--- config.mk ---
export PLATFORM = sky130hd
export DESIGN_NAME = rmii_pixel_tx
export DESIGN_NICKNAME = d
export VERILOG_FILES = /design/src/hdl/eth_frame_pkg.sv /design/src/hdl/video_pkg.sv /design/src/hdl/crc32_dibit.sv /design/src/hdl/eth_packer.sv /design/src/hdl/frame_aggregator.sv /design/src/hdl/pixel_serializer.sv /design/src/hdl/rmii_pixel_tx.sv /design/src/hdl/seven_segment_controller.sv
export SDC_FILE = /design/constraint.sdc
export NUM_CORES = 1
export LEC_CHECK = 0
export ABC_AREA = 0
export ABC_CLOCK_PERIOD_IN_PS = 3800
export BUFFER_PORTS_ARGS = -buffer_cell sky130_fd_sc_hd__buf_2
export CAP_MARGIN = 20
export CORE_MARGIN = 2
export CORE_UTILIZATION = 41
export DETAILED_ROUTE_END_ITERATION = 6
export PLACE_DENSITY_LB_ADDON = 0.15
export SLEW_MARGIN = 10
export SYNTH_ARGS = -nofsm -noshare
export SYNTH_HDL_FRONTEND = slang
export SYNTH_HIERARCHICAL = 1
export SYNTH_SLANG_ARGS = --single-unit
--- constraint.sdc ---
create_clock -name eth_refclk -period 3.8 [get_ports eth_refclk]
set_clock_uncertainty 0.1 [all_clocks]
set_input_delay 0.38 -clock eth_refclk [delete_from_list [all_inputs] [get_ports eth_refclk]]
set_output_delay 0.38 -clock eth_refclk [all_outputs]
set_load 0.005 [all_outputs]
--- src/hdl/eth_frame_pkg.sv ---
package eth_frame_pkg;

  // one rmii transfer slot
  typedef struct packed {
    logic       valid;  // high when data carries a real dibit
    logic [1:0] data;   // bit 0 leaves first
  } dibit_t;

  // word rebuilt from the line
  typedef struct packed {
    logic        valid;  // single cycle strobe per frame
    logic [31:0] word;   // first byte after sfd sits in 31:24
  } agg_word_t;

  // frame sequencer states, in line order
  typedef enum logic [2:0] {
    ST_GAP,
    ST_PREAMBLE,
    ST_SFD,
    ST_HEADER,
    ST_PAYLOAD,
    ST_FCS
  } packer_state_t;

  // byte counts of each frame section
  localparam int          PREAMBLE_BYTES = 7;
  localparam logic [7:0]  PREAMBLE_BYTE  = 8'h55;
  localparam logic [7:0]  SFD_BYTE       = 8'hD5;
  localparam int          HEADER_BYTES   = 14;  // dest mac, src mac, ethertype
  localparam int          FCS_BYTES      = 4;
  localparam int          GAP_BYTES      = 12;  // 96 bit times

  // ieee 802.3 crc-32, lsb first form
  localparam logic [31:0] CRC_INIT           = 32'hFFFFFFFF;
  localparam logic [31:0] CRC_POLY_REFLECTED = 32'hEDB88320;

endpackage

--- src/hdl/video_pkg.sv ---
package video_pkg;

  // one pixel, one payload byte
  typedef logic [7:0] pixel_t;

  // pixel index, free running across frames
  typedef logic [23:0] pixel_addr_t;

  // value shown on a single display digit
  typedef logic [3:0] hex_digit_t;

  // segment lines g down to a
  // active low, so 0 lights a segment
  typedef logic [6:0] seg_pattern_t;

  // digits on the board
  localparam int NUM_DIGITS = 8;

endpackage

--- src/hdl/crc32_dibit.sv ---
`timescale 1ns/1ps

module crc32_dibit
  import eth_frame_pkg::*;
(
  input  logic        eth_refclk,
  input  logic        sys_rst,
  input  logic        clear,
  input  logic        enable,
  input  logic [1:0]  data,
  output logic [31:0] crc
);

  // one bit of the lsb first shift register
  function automatic logic [31:0] crc_step(input logic [31:0] cur, input logic din);
    logic fb;
    fb = cur[0] ^ din;
    return (cur >> 1) ^ (fb ? CRC_POLY_REFLECTED : 32'h0);
  endfunction

  logic [31:0] crc_next;

  // data[0] is first on the wire so it goes in first
  assign crc_next = crc_step(crc_step(crc, data[0]), data[1]);

  always_ff @(posedge eth_refclk) begin
    if (sys_rst || clear) begin
      crc <= CRC_INIT;
    end else if (enable) begin
      crc <= crc_next;  // two bit steps per dibit
    end
  end

endmodule

--- src/hdl/eth_packer.sv ---
`timescale 1ns/1ps

module eth_packer
  import eth_frame_pkg::*;
#(
  parameter int          PAYLOAD_BYTES = 46,
  parameter logic [47:0] DEST_MAC      = 48'h12_34_56_78_9A_BC,
  parameter logic [47:0] SRC_MAC       = 48'h02_00_00_C0_FF_EE,
  parameter logic [15:0] ETHERTYPE     = 16'h88B5
)(
  input  logic       eth_refclk,
  input  logic       sys_rst,
  input  dibit_t     dibit,
  output logic       stall,
  output logic       txen,
  output logic [1:0] txd
);

  // wide enough for the longest section
  localparam int CNT_W =
    $clog2(PAYLOAD_BYTES > HEADER_BYTES ? PAYLOAD_BYTES : HEADER_BYTES);

  // header bytes, first on the wire at the top
  localparam logic [HEADER_BYTES*8-1:0] HEADER = {DEST_MAC, SRC_MAC, ETHERTYPE};

  packer_state_t    state;
  logic [CNT_W-1:0] byte_cnt;    // byte inside the current section
  logic [1:0]       dibit_cnt;   // dibit inside the current byte
  logic             byte_done;
  logic             last_byte;
  logic             state_done;  // final cycle of the section
  logic [7:0]       hdr_byte;
  logic [1:0]       line_dibit;  // what txd gets next edge
  logic [31:0]      crc;
  logic [31:0]      fcs;
  logic             crc_clear;
  logic             crc_en;

  assign byte_done  = (dibit_cnt == 2'd3);
  assign state_done = byte_done && last_byte;

  always_comb begin
    case (state)
      ST_GAP:      last_byte = (byte_cnt == CNT_W'(GAP_BYTES - 1));
      ST_PREAMBLE: last_byte = (byte_cnt == CNT_W'(PREAMBLE_BYTES - 1));
      ST_SFD:      last_byte = 1'b1;  // single byte
      ST_HEADER:   last_byte = (byte_cnt == CNT_W'(HEADER_BYTES - 1));
      ST_PAYLOAD:  last_byte = (byte_cnt == CNT_W'(PAYLOAD_BYTES - 1));
      ST_FCS:      last_byte = (byte_cnt == CNT_W'(FCS_BYTES - 1));
      default:     last_byte = 1'b1;
    endcase
  end

  // sequencer
  always_ff @(posedge eth_refclk) begin
    if (sys_rst) begin
      state     <= ST_GAP;  // frame starts after a full gap
      byte_cnt  <= '0;
      dibit_cnt <= 2'd0;
    end else begin
      dibit_cnt <= dibit_cnt + 2'd1;  // one dibit every cycle
      if (state_done) begin
        byte_cnt <= '0;
        case (state)
          ST_GAP:      state <= ST_PREAMBLE;
          ST_PREAMBLE: state <= ST_SFD;
          ST_SFD:      state <= ST_HEADER;
          ST_HEADER:   state <= ST_PAYLOAD;
          ST_PAYLOAD:  state <= ST_FCS;
          default:     state <= ST_GAP;
        endcase
      end else if (byte_done) begin
        byte_cnt <= byte_cnt + 1'b1;
      end
    end
  end

  // byte_cnt only in range during ST_HEADER
  assign hdr_byte = HEADER[(HEADER_BYTES - 1 - byte_cnt) * 8 +: 8];
  assign fcs      = ~crc;

  always_comb begin
    case (state)
      ST_PREAMBLE: line_dibit = PREAMBLE_BYTE[{dibit_cnt, 1'b0} +: 2];
      ST_SFD:      line_dibit = SFD_BYTE[{dibit_cnt, 1'b0} +: 2];
      ST_HEADER:   line_dibit = hdr_byte[{dibit_cnt, 1'b0} +: 2];
      ST_PAYLOAD:  line_dibit = dibit.valid ? dibit.data : 2'b00;
      ST_FCS:      line_dibit = fcs[{byte_cnt[1:0], dibit_cnt, 1'b0} +: 2];  // lsb byte first
      default:     line_dibit = 2'b00;
    endcase
  end

  // serializer runs one cycle ahead so its dibits land in ST_PAYLOAD
  assign stall = !((state == ST_HEADER && state_done) ||
                   (state == ST_PAYLOAD && !state_done));

  // crc over header and payload, restarted on every sfd
  assign crc_clear = (state == ST_SFD);
  assign crc_en    = (state == ST_HEADER) || (state == ST_PAYLOAD);

  crc32_dibit crc32_dibit_inst (
    .eth_refclk (eth_refclk),
    .sys_rst    (sys_rst),
    .clear      (crc_clear),
    .enable     (crc_en),
    .data       (line_dibit),
    .crc        (crc)
  );

  // line outputs, one cycle behind the state
  always_ff @(posedge eth_refclk) begin
    if (sys_rst) begin
      txen <= 1'b0;
      txd  <= 2'b00;
    end else begin
      txen <= (state != ST_GAP);
      txd  <= line_dibit;
    end
  end

endmodule

--- src/hdl/frame_aggregator.sv ---
`timescale 1ns/1ps

module frame_aggregator
  import eth_frame_pkg::*;
(
  input  logic        eth_refclk,
  input  logic        sys_rst,
  input  logic        txen,
  input  logic [1:0]  txd,
  output agg_word_t   agg,
  output logic [13:0] frame_count
);

  typedef enum logic [1:0] {
    AG_HUNT,     // waiting for sfd
    AG_COLLECT,  // taking 16 dibits
    AG_DONE      // rest of frame ignored
  } agg_state_t;

  agg_state_t  state;
  logic [7:0]  last_dibits;  // newest dibit on top
  logic [7:0]  shifted;
  logic [3:0]  dibit_cnt;
  logic        txen_q;       // for edge detect
  logic        valid_q;
  logic [31:0] word_q;

  // lsb first arrival rebuilds the byte in order
  assign shifted = {txd, last_dibits[7:2]};

  always_ff @(posedge eth_refclk) begin
    if (sys_rst) begin
      state       <= AG_HUNT;
      dibit_cnt   <= 4'd0;
      valid_q     <= 1'b0;
      txen_q      <= 1'b0;
      frame_count <= '0;
    end else begin
      valid_q <= 1'b0;
      txen_q  <= txen;
      if (txen && !txen_q) begin
        frame_count <= frame_count + 1'b1;  // one per frame start
      end
      case (state)
        AG_HUNT: begin
          if (txen && shifted == SFD_BYTE) begin
            state     <= AG_COLLECT;
            dibit_cnt <= 4'd0;
          end
        end
        AG_COLLECT: begin
          if (!txen) begin
            state <= AG_HUNT;  // frame cut short
          end else begin
            dibit_cnt <= dibit_cnt + 4'd1;
            if (dibit_cnt == 4'd15) begin
              valid_q <= 1'b1;
              state   <= AG_DONE;
            end
          end
        end
        default: if (!txen) state <= AG_HUNT;
      endcase
    end
  end

  // sfd window and word, no reset needed
  always_ff @(posedge eth_refclk) begin
    last_dibits <= txen ? shifted : 8'h00;  // idle line never matches
    if (state == AG_COLLECT && txen) begin
      word_q[{~dibit_cnt[3:2], dibit_cnt[1:0], 1'b0} +: 2] <= txd;  // byte 0 to 31:24
    end
  end

  assign agg.valid = valid_q;
  assign agg.word  = word_q;

endmodule

--- src/hdl/pixel_serializer.sv ---
`timescale 1ns/1ps

module pixel_serializer
  import eth_frame_pkg::*;
  import video_pkg::*;
(
  input  logic        eth_refclk,
  input  logic        sys_rst,
  input  pixel_t      pixel,
  input  logic        stall,
  output dibit_t      dibit,
  output pixel_addr_t pixel_addr
);

  logic [1:0] dibit_idx;   // next dibit of the byte to go out
  pixel_t     held_pixel;  // byte being split up
  logic       valid_q;
  logic [1:0] data_q;

  // control path
  always_ff @(posedge eth_refclk) begin
    if (sys_rst) begin
      dibit_idx  <= 2'd0;
      pixel_addr <= '0;
      valid_q    <= 1'b0;
    end else if (stall) begin
      valid_q <= 1'b0;  // hold position, nothing emitted
    end else begin
      valid_q   <= 1'b1;
      dibit_idx <= dibit_idx + 2'd1;
      // byte latched this cycle, so point at the next one
      // gives the pixel source three cycles to catch up
      if (dibit_idx == 2'd0) begin
        pixel_addr <= pixel_addr + 1'b1;
      end
    end
  end

  // data path
  always_ff @(posedge eth_refclk) begin
    if (!stall) begin
      if (dibit_idx == 2'd0) begin
        held_pixel <= pixel;       // sample with the first dibit
        data_q     <= pixel[1:0];  // lsb dibit goes straight out
      end else begin
        data_q <= held_pixel[{dibit_idx, 1'b0} +: 2];
      end
    end
  end

  assign dibit.valid = valid_q;
  assign dibit.data  = data_q;

endmodule

--- src/hdl/rmii_pixel_tx.sv ---
`timescale 1ns/1ps

module rmii_pixel_tx
  import eth_frame_pkg::*;
  import video_pkg::*;
#(
  parameter int          PAYLOAD_BYTES = 46,                   // minimum ethernet payload
  parameter logic [47:0] DEST_MAC      = 48'h12_34_56_78_9A_BC,
  parameter logic [47:0] SRC_MAC       = 48'h02_00_00_C0_FF_EE, // locally administered
  parameter logic [15:0] ETHERTYPE     = 16'h88B5,             // local experimental type
  parameter int          SCAN_DIV      = 50000                 // 1 khz per digit at 50 mhz
)(
  input  logic         eth_refclk,
  input  logic         sys_rst,
  input  pixel_t       pixel,
  output pixel_addr_t  pixel_addr,
  output logic         eth_txen,
  output logic [1:0]   eth_txd,
  output agg_word_t    agg,
  output logic [13:0]  frame_count,
  output seg_pattern_t cat,
  output logic [7:0]   an
);

  dibit_t rbo_dibit;  // serializer to packer
  logic   stall;      // packer back to serializer

  pixel_serializer pixel_serializer_inst (
    .eth_refclk (eth_refclk),
    .sys_rst    (sys_rst),
    .pixel      (pixel),
    .stall      (stall),
    .dibit      (rbo_dibit),
    .pixel_addr (pixel_addr)
  );

  eth_packer #(
    .PAYLOAD_BYTES (PAYLOAD_BYTES),
    .DEST_MAC      (DEST_MAC),
    .SRC_MAC       (SRC_MAC),
    .ETHERTYPE     (ETHERTYPE)
  ) eth_packer_inst (
    .eth_refclk (eth_refclk),
    .sys_rst    (sys_rst),
    .dibit      (rbo_dibit),
    .stall      (stall),
    .txen       (eth_txen),
    .txd        (eth_txd)
  );

  // listens to the line as sent
  frame_aggregator frame_aggregator_inst (
    .eth_refclk  (eth_refclk),
    .sys_rst     (sys_rst),
    .txen        (eth_txen),
    .txd         (eth_txd),
    .agg         (agg),
    .frame_count (frame_count)
  );

  seven_segment_controller #(
    .SCAN_DIV (SCAN_DIV)
  ) seven_segment_controller_inst (
    .eth_refclk (eth_refclk),
    .sys_rst    (sys_rst),
    .agg        (agg),
    .cat        (cat),
    .an         (an)
  );

endmodule

--- src/hdl/seven_segment_controller.sv ---
`timescale 1ns/1ps

module seven_segment_controller
  import eth_frame_pkg::*;
  import video_pkg::*;
#(
  parameter int SCAN_DIV = 50000
)(
  input  logic         eth_refclk,
  input  logic         sys_rst,
  input  agg_word_t    agg,
  output seg_pattern_t cat,
  output logic [7:0]   an
);

  localparam int DIV_W = $clog2(SCAN_DIV + 1);

  logic [31:0]      shown;      // word on the display
  logic [DIV_W-1:0] div_cnt;    // refclk cycles on this digit
  logic [2:0]       digit_idx;
  hex_digit_t       nibble;

  // hex to active low segments, g down to a
  function automatic seg_pattern_t seg_lookup(input hex_digit_t d);
    case (d)
      4'h0: return 7'h40;
      4'h1: return 7'h79;
      4'h2: return 7'h24;
      4'h3: return 7'h30;
      4'h4: return 7'h19;
      4'h5: return 7'h12;
      4'h6: return 7'h02;
      4'h7: return 7'h78;
      4'h8: return 7'h00;
      4'h9: return 7'h10;
      4'hA: return 7'h08;
      4'hB: return 7'h03;  // lower case b
      4'hC: return 7'h46;
      4'hD: return 7'h21;  // lower case d
      4'hE: return 7'h06;
      default: return 7'h0E;
    endcase
  endfunction

  always_ff @(posedge eth_refclk) begin
    if (sys_rst) begin
      shown     <= 32'h0;
      div_cnt   <= '0;
      digit_idx <= 3'd0;
    end else begin
      if (agg.valid) shown <= agg.word;  // keep until next frame
      if (div_cnt == DIV_W'(SCAN_DIV - 1)) begin
        div_cnt   <= '0;
        digit_idx <= (digit_idx == 3'(NUM_DIGITS - 1)) ? 3'd0 : digit_idx + 3'd1;
      end else begin
        div_cnt <= div_cnt + 1'b1;
      end
    end
  end

  assign nibble = shown[{digit_idx, 2'b00} +: 4];  // an[0] shows 3:0
  assign an     = ~(8'b1 << digit_idx);            // one anode low
  assign cat    = seg_lookup(nibble);

endmodule

-- After elaboration in Yosys (flattened, before gate mapping)
Memory sizes are Yosys's and may differ from the RTL's.
Index checks and enable logic that the tools add are counted.
- register bits after elaboration: 196
- ROM bits: 112
- input port bits: 10
- output and inout port bits: 89
- word-level logic and storage cells: 112
- memories: 1
- memory list (name ; depth ; width ; read ports ; clocked after memory_dff ; write ports ; RTL line ; source):
    (no name shown) ; 16 ; 7 ; 1 ; 0 ; 0 ; seven_segment_controller.sv:25 ; case (d)
- add/sub/neg operators: 10
- eq/ne operators: 20
- shifts and indexed selects: 10
- mux-type cells: 19
- bitwise gates (word level): 9
- reductions and logical operators: 22
- operators by type and width (cell ; number):
    112-bit by 33-bit indexed part select with 8-bit output (first input constant) ; 1
    32-bit 2-to-1 mux ; 2
    31-bit by 32-bit bitwise XOR with 32-bit output ; 2
    32-bit bitwise mux ; 1
    32-bit NOT ; 1
    2-bit by 7-bit variable shift with 32-bit output (first input constant) ; 1
    2-bit by 7-bit indexed part select with 32-bit output ; 1
    32-bit by 6-bit indexed part select with 2-bit output ; 1
    32-bit by 6-bit indexed part select with 4-bit output ; 1
    24-bit by 1-bit adder with 24-bit output (second input constant) ; 1
    16-bit by 1-bit adder with 16-bit output (second input constant) ; 1
    16-bit equality test (second input constant) ; 1
    8-bit by 4-bit indexed part select with 2-bit output ; 2
    8-bit by 4-bit indexed part select with 2-bit output (first input constant) ; 2
    3-bit one-hot mux with 5 select lines ; 1
    14-bit by 1-bit adder with 14-bit output (second input constant) ; 1
    6-bit by 4-bit equality test with 1-bit output (second input constant) ; 2
    2-bit 2-to-1 mux ; 6
    2-bit one-hot mux with 5 select lines ; 1
    3-bit equality test (second input constant) ; 3
    8-bit equality test (second input constant) ; 1
    4-bit 2-to-1 mux ; 2
    8-bit NOT ; 1
    4-bit one-hot mux with 2 select lines ; 1
    37 further kinds ; 53

-- Depth between registers and ports, before layout
Gate-level depths: netlist of the first run.
- word-level depth: 10
- mapped depth: 13
- depth with buffers taken out: 11

-- Hierarchy
Netlist of the first run, hierarchy kept.
- by module, submodules not included (module ; instances ; cells an instance ; area each (µm²) ; sequential area each (µm²)):
    frame_aggregator ; 1 ; 264 ; 2667.6 ; 1521.5
    seven_segment_controller ; 1 ; 257 ; 2571.2 ; 1021.0
    pixel_serializer ; 1 ; 156 ; 1616.6 ; 840.8
    crc32_dibit ; 1 ; 141 ; 1486.4 ; 640.6
    eth_packer ; 1 ; 180 ; 1450.1 ; 280.3

-- Worst setup path before layout of the first run
Ideal clock, no wire load.
- kind: reg2reg
- start point: register eth_packer_inst.byte_cnt[1]
- end point: register pixel_serializer_inst.pixel_addr[13]
- setup time: 0.121 ns
- arrival time: 3.082 ns
- required time: 3.579 ns
- setup slack: 0.497 ns
- stages on the path, launching flop included: 12
- path buffers: 2
- clock period less this slack: 3.303 ns
- cell sequence: dfxtp_1 inv_2 or3_1 a221oi_2 o21ai_2 mux2i_1 clkbuf_1 nand3b_1 or2_2 clkbuf_1 nor4_1 mux2_2
- longest elaborated chain between the ends: 7
- elaborated cells between the ends (all ways): 12
- those cells by class: eq/ne: 5; mux: 1; reduce/logical: 6
- ends and longest elaborated chain (item ; RTL line ; source):
    start, declared ; eth_packer.sv:27 ; logic [CNT_W-1:0] byte_cnt;
    start signal, assigned ; eth_packer.sv:73 ; byte_cnt <= byte_cnt + 1'b1;
    6-bit by 2-bit equality test with 1-bit output, or another cell as far along ; eth_packer.sv:49 ; ST_FCS: last_byte = (byte_cnt == CNT_W'(FCS_BYTES - 1));
    1-bit one-hot mux with 5 select lines (*) ; eth_packer.sv:43 ; case (state)
    1-bit logical AND (*) ; eth_packer.sv:40 ; assign state_done = byte_done && last_byte;
    1-bit zero test ; eth_packer.sv:95 ; (state == ST_PAYLOAD && !state_done));
    1-bit logical AND ; eth_packer.sv:95 ;
    1-bit logical OR (*) ; eth_packer.sv:94 ; assign stall = !((state == ST_HEADER && state_done) ||
    2-bit AND reduction (no line) (*) ; -- ;
    end signal, assigned ; pixel_serializer.sv:34 ; pixel_addr <= pixel_addr + 1'b1;
    end, declared ; pixel_serializer.sv:12 ; output pixel_addr_t pixel_addr
Mark *: on every way between the ends. The rest lies on a longest branch, timed or not.
A chain may end at the register's enable or synchronous reset.

-- Final worst setup path of the first run
- start point: register seven_segment_controller_inst.digit_idx[0]
- end point: output cat[0]
- longest elaborated chain between the ends: 2
- ends and longest elaborated chain (item ; RTL line ; source):
    start, declared ; seven_segment_controller.sv:20 ; logic [2:0] digit_idx;
    start signal, assigned ; seven_segment_controller.sv:54 ; digit_idx <= (digit_idx == 3'(NUM_DIGITS - 1)) ? 3'd0 : digit_idx + 3'd1;
    32-bit by 6-bit indexed part select with 4-bit output ; seven_segment_controller.sv:61 ; assign nibble = shown[{digit_idx, 2'b00} +: 4];
    memory 16 x 7 bit ; -- ;
    end, declared ; rmii_pixel_tx.sv:21 ; output seg_pattern_t cat,
Every way passes these cells.

==> results.toml, run 1 <==
[yosys]
yosys_warnings = 6
ys.flop_type = "dfxtp_1"
synth_edf_count = 42
yosysTopAreaCell = "dfxtp_1"
synthCells = 998
yosys.cell_types.count = 89
ys_top_cells_by_area = "dfxtp_1, edfxtp_1, mux2i_1"
ys_seq_area_frac = 0.440
async_flop_share = 0
synthesis.nets = 1032
synth_top_cell_area_share = 0.311
avgSynthCellArea_um2 = 9.81
ys_ff_latch = 194
netlist_area_um2 = 9790

[drt]
wl_per_cell_um = 14.7
drc = 0
drt_pass1_iterations = 5
num_vias = 7130
routed_wl_mm = 20.6
vias_per_cell = 5.11
postRouteAntennaNets = 0
drt_iter0_drc = 408

[final_layout]
drive_above_1_share = 0.181
final_common_cell = "nor2_1"
postLayoutCoreUtil = 0.471
area_delta_synth_final_pct = 12.9
layout_common_cells = "nor2_1, dfxtp_1, buf_2"
fin_cells = 1395
final_area_um2 = 11100
nets = 1097
diodes = 0

[timing]
fin_ws_ns = 0.269
setup_viol = 0
finalSetupTns_ns = 0
slew_violations = 0
slew_headroom = 0.323
rsz0062_at_grt = "false"
min_period_ns = 3.53
period_share = 0.929
hold_slack_ns = 0.0248
hold_viol = 0
fmax_ghz = 0.283
worst_pin_slew_ns = 1.01

[critical_path]
cp_max_fo = 9
crit_arrival_ns = 3.05
critPathCaptureType = "output pin"
r2r_start = "eth_packer_inst/state[0]"
timing.rr.end = "pixel_serializer_inst/pixel_addr[13]"
reg2reg_depth = 9
crit_required_ns = 3.32
r2r_slack_ns = 0.41
crit_type = "register to output pin"
crit_path_start_kind = "register"

[clocking]
cts_tree = "done"
root_buffer = "clkbuf_16"
htree_levels = 4
path_clk_slew_ns = 0.08
cts_made_buffers = 17
clk_latency_ns = 0.43
cts_hold_buffers = 0
cts.path.max_buffers = 2
clock_sinks = 194

[die]
die_x_um = 159
start_util = 0.417
coreArea_um2 = 23500
ios = 99
die-area_um2 = 25100
row_count = 56
die_height_um = 159

[pwr]
cellLeakagePower_nw = 4.19
finalPower_mw = 4.15
ir_worst_vdd_uv = 252
power_density_nw_per_um2 = 375

[outcome]
outcome = "finished, final reports clean"

[placement]
post-place-ws_ns = 0.315
dp_hpwl_mm = 14.0
gp_congestion = 0.804
io_buffers = 98
dpl-instance-area_um2 = 10500
dp_cells = 1363

[grt]
grt_first_pass_wirelength_mm = 33.7
track_usage = 0.167
grt_pass1_vias = 6557
grt_overflow = 0
grt_max_degree = 85
antenna_found_initial = 0

[job]
maxCapViolCount = 0

[worst_hold_path]
whs_endpoint = "pixel_serializer_inst/held_pixel[3]"
hold_start = "pixel[3]"
holdCritPathClass = "primary input to register"
whs_path_depth = 1
[worst max path at each step]
| stage | end | depth (start not counted) | startpoint | slack, ns |
|---|---|---|---|---|
| finish | cat[0] | 8 | seven_segment_controller_inst/digit_idx[0] | 0.27 |
| global route | pixel_serializer_inst/pixel_addr[13] | 9 | eth_packer_inst/state[0] | 0.008 |
| CTS | cat[0] | 7 | seven_segment_controller_inst/digit_idx[0] | 0.08 |
| detailed placement | pixel_serializer_inst/pixel_addr[13] | 9 | eth_packer_inst/state[0] | 0.32 |
| global placement | pixel_serializer_inst/pixel_addr[13] | 9 | eth_packer_inst/state[0] | 0.35 |
| floorplan | pixel_serializer_inst/pixel_addr[13] | 11 | eth_packer_inst/byte_cnt[1] | 0.50 |
[repair_timing]
item	CTS	global route
setup endpoints to repair	0	8
buffers inserted	0	0
hold endpoints to repair	0	0
gates resized for setup	0	3
[critical path, cell delays in order (launching register included)]
cell and delay, ns:
dfxtp_1 0.62, buf_4 0.26, mux4_1 0.35, mux2i_1 0.48, inv_1 0.13, ha_1 0.25
and3_2 0.18, a211o_1 0.22, buf_2 0.12
[routing by layer]
layer	up-vias	share of wire	GRT usage	routed length, µm
li1	3631	-	-	-
met1	3355	0.50	0.231	10200
met2	126	0.45	0.267	9350
met3	18	0.038	0.0321	774
met4	0	0.011	0.0446	216
met5	-	0	0	0
[synth_stat cells, drive strengths merged (3+ instances only)]
| library cell | n |
|---|---|
| nor2 | 156 |
| dfxtp | 152 |
| nand2 | 82 |
| mux2i | 61 |
| edfxtp | 42 |
| buf | 40 |
| xnor2 | 38 |
| nand3 | 31 |
| xor2 | 29 |
| clkbuf | 28 |
| inv | 27 |
| a21oi | 24 |
| ha | 24 |
| o211ai | 24 |
| o21ai | 19 |
| nand4 | 18 |
| nor3 | 18 |
| mux4 | 16 |
| and2 | 15 |
| nor2b | 11 |
| nor4 | 11 |
| o31ai | 11 |
| mux2 | 10 |
| nand2b | 10 |
| and3 | 9 |
| or4 | 8 |
| a31oi | 7 |
| or3 | 7 |
| xnor3 | 6 |
| or2 | 5 |
| nand3b | 4 |
| nand4b | 4 |
| nor3b | 4 |
| nor4bb | 4 |
| a21boi | 3 |
| a221oi | 3 |
| and4b | 3 |
| nor4b | 3 |
[state kept, by name, indices dropped and copies added (netlist names), 3 cells and up]
register                                 cells
eth_packer_inst/crc32_dibit_inst/crc        32
seven_segment_controller_inst/digit_idx      3
pixel_serializer_inst/pixel_addr            24
seven_segment_controller_inst/shown         32
seven_segment_controller_inst/div_cnt       16
frame_aggregator_inst/frame_count           14
eth_packer_inst/byte_cnt                     6
frame_aggregator_inst/last_dibits            6
frame_aggregator_inst/word_q                32
eth_packer_inst/state                        3
frame_aggregator_inst/dibit_cnt              4
pixel_serializer_inst/held_pixel             8
[cell families (layout without fill, tap and decap cells)]
group                    Yosys count  after routing  share of synthesized area
AO/OA/AOI/OAI                    112            112                     0.0797
flip-flops                       194            194                      0.440
buffers and inverters             96            174                     0.0470
adder cells (fa/ha/maj)           24             24                     0.0307
XOR/XNOR                          73             73                     0.0772
multiplexers                      87             87                      0.116
AND/OR/NAND/NOR                  412            412                      0.210
[power breakdown]
part	switching [mW]	leakage (nW)	internal [mW]	total (mW)
Clock	0.891	0.282	0.888	1.78
Combinational	0.118	2.31	0.102	0.220
Sequential	0.0382	1.60	2.11	2.15
[final cells by class]
cell class | count | area, µm²
fillers | 2215 | 12400
multi-input cells | 708 | 5050
flip-flops and latches | 194 | 4310
repair buffers | 114 | 613
clock buffers | 18 | 429
well taps | 319 | 399
clock inverters | 14 | 156
inverters | 28 | 105
(Power assumes the default switching activity.)
==> run 2, diff against run 1 <==
--- a/config.mk
+++ b/config.mk
@@ -5,7 +5,7 @@
 export SDC_FILE = /design/constraint.sdc
 export NUM_CORES = 1
 export LEC_CHECK = 0
-export ABC_AREA = 0
+export ABC_AREA = 1
 export ABC_CLOCK_PERIOD_IN_PS = 3800
 export BUFFER_PORTS_ARGS = -buffer_cell sky130_fd_sc_hd__buf_2
 export CAP_MARGIN = 20
==> results.toml, run 2 <==
[clocking]
postCtsSetupRepairBufs = 0
cts_hold_buffers = 0
clk_latency_ns = 0.43
htree_levels = 4
cts.path.max_buffers = 2
cts_tree = "done"
cts_resized = 0
clock_sinks = 194
path_clk_slew_ns = 0.08
cts_made_buffers = 17
root_buffer = "clkbuf_16"

[timing]
rsz0062_at_grt = "false"
min_period_ns = 3.05
fmax_ghz = 0.328
hold_viol = 0
worst_pin_slew_ns = 0.935
slew_headroom = 0.376
fin_ws_ns = 0.752
finalSetupTns_ns = 0
period_share = 0.802
setup_viol = 0
slew_violations = 0

[die]
row_count = 58
die_x_um = 164
die-area_um2 = 26900
coreArea_um2 = 25100
start_util = 0.418
die_height_um = 164
ios = 99

[yosys]
synthesis.nets = 1505
avgSynthCellArea_um2 = 7.13
netlist_area_um2 = 10500
yosysMostFrequentCell = "nand2_1"
ys.flop_type = "dfxtp_1"
ys_ff_latch = 194
synthCells = 1471
yosysTopAreaCell = "dfxtp_1"
async_flop_share = 0
yosys.cell_types.count = 48
ys_top_cells_by_area = "dfxtp_1, nand2_1, edfxtp_1"
synth_top_cell_area_share = 0.290
ys_seq_area_frac = 0.411
yosys_warnings = 6
synth_edf_count = 42
synthTopCellsByCount = "nand2_1, nor2_1, inv_1"

[drt]
num_vias = 9307
wl_per_cell_um = 13.1
drt_iter0_drc = 631
drc = 0
routed_wl_mm = 24.7
drt_pass1_iterations = 5
vias_per_cell = 4.94
postRouteAntennaNets = 0

[critical_path]
critPathCaptureType = "register"
crit_arrival_ns = 3.32
crit_start = "eth_packer_inst/byte_cnt[1]"
crit_required_ns = 4.07
crit_type = "register to register"
crit_path_max_incr_delay_ns = 0.64
crit_chain = "inv_1, ha_1, nand3_1, nor3_1, o21ai_1, nand2_1, nand2_2, o21ai_0, inv_2, nand2_4, inv_2, nand2_4, nor2_4, nand3_1, nand2_1, inv_1, nor2_1"
critPathSlowestCell = "dfxtp_1"
crit_path_start_kind = "register"
cp_max_fo = 15
r2r_start = "eth_packer_inst/byte_cnt[1]"

[grt]
grt_first_pass_wirelength_mm = 41.5
track_usage = 0.188
grt_overflow = 0
grt_pass1_vias = 8577
antenna_found_initial = 0
grt_max_degree = 39

[outcome]
outcome = "finished, final reports clean"

[pwr]
intPower_mw = 3.07
power_density_nw_per_um2 = 345
swShare = 0.237
ir_worst_vdd_uv = 253
seqPwrFrac = 0.522
finalPower_mw = 4.03
p_comb_frac = 0.030
cellLeakagePower_nw = 4.89
netSwitchingPower_mw = 0.955
p_clk_frac = 0.448

[final_layout]
diodes = 0
n_fill_cell = 2648
layout_common_cells = "nand2_1, nor2_1, inv_1"
drive_above_1_share = 0.153
area_delta_synth_final_pct = 11.4
final_common_cell = "nand2_1"
nets = 1574
postLayoutCoreUtil = 0.465
final_area_um2 = 11700

[worst_hold_path]
hold_start = "pixel[5]"
holdCritPathClass = "primary input to register"

[placement]
io_buffers = 98
post-place-ws_ns = 0.761
dpl-instance-area_um2 = 11100
gp_congestion = 0.889
dp_hpwl_mm = 17.9

[job]
maxCapViolCount = 0
[run 2: kinds of logic (layout without fill, tap and decap cells)]
group / count (synthesis) / after routing / share of synthesized area
AND/OR/NAND/NOR: 809 / 809 / 0.350
buffers and inverters: 234 / 316 / 0.0989
AO/OA/AOI/OAI: 194 / 194 / 0.0983
flip-flops: 194 / 194 / 0.411
adder cells (fa/ha/maj): 24 / 24 / 0.0286
XOR/XNOR: 16 / 16 / 0.0141
[run 2: worst paths after layout]
kind                                                             end  slack [ns]  depth (start not counted)
worst max register to register  pixel_serializer_inst/pixel_addr[23]        0.75                         17
worst max-delay path            pixel_serializer_inst/pixel_addr[23]        0.75                         17
worst min register to register  frame_aggregator_inst/last_dibits[4]        0.33                          2
worst min-delay path             pixel_serializer_inst/held_pixel[5]        0.02                          1
[run 2: area by class of cell]
class / count / area (µm²) / area share
flip-flops and latches: 194 / 4300 / 0.368
well taps: 330 / 413 / 0.0353
inverters: 176 / 663 / 0.0568
clock buffers: 17 / 425 / 0.0364
multi-input cells: 1043 / 5140 / 0.440
repair buffers: 108 / 566 / 0.0484
clock inverters: 15 / 169 / 0.0145
[run 2: per-stage QoR]
stage	instances	hold WS (ns)
after floorplan	1471	0.313
after global placement	1851	0.322
after detailed placement	1851	0.327
after CTS	1883	0.00271
after global routing	1883	0.00387
final	1883	0.0218
[run 2: layer usage]
layer / global-route usage / wire, µm / vias to the layer above
met1: 0.255 / 12000 / 4257
met2: 0.310 / 11400 / 188
met3: 0.0278 / 953 / 25
li1: - / - / 4837
met4: 0.0574 / 382 / 0
met5: 0 / 0 / -
[run 2: power by group through the flow]
stage | clock [mW] | sequential, mW | combinational, mW
after CTS | 1.85 | 2.10 | 0.120
after global placement | 0 | 2.15 | 0.120
after detailed placement | 0 | 2.15 | 0.120
final | 1.80 | 2.10 | 0.120
after global routing | 1.94 | 2.11 | 0.138
after floorplan | 0 | 2.15 | 0.0847
[run 2: critical path: cells and delay by family (launching register included)]
kind	cells	cell delay [ns]
flops	1	0.64
buf+inv	4	0.67
fa+ha+maj	1	0.26
simple gates	10	0.95
compound gates	2	0.36
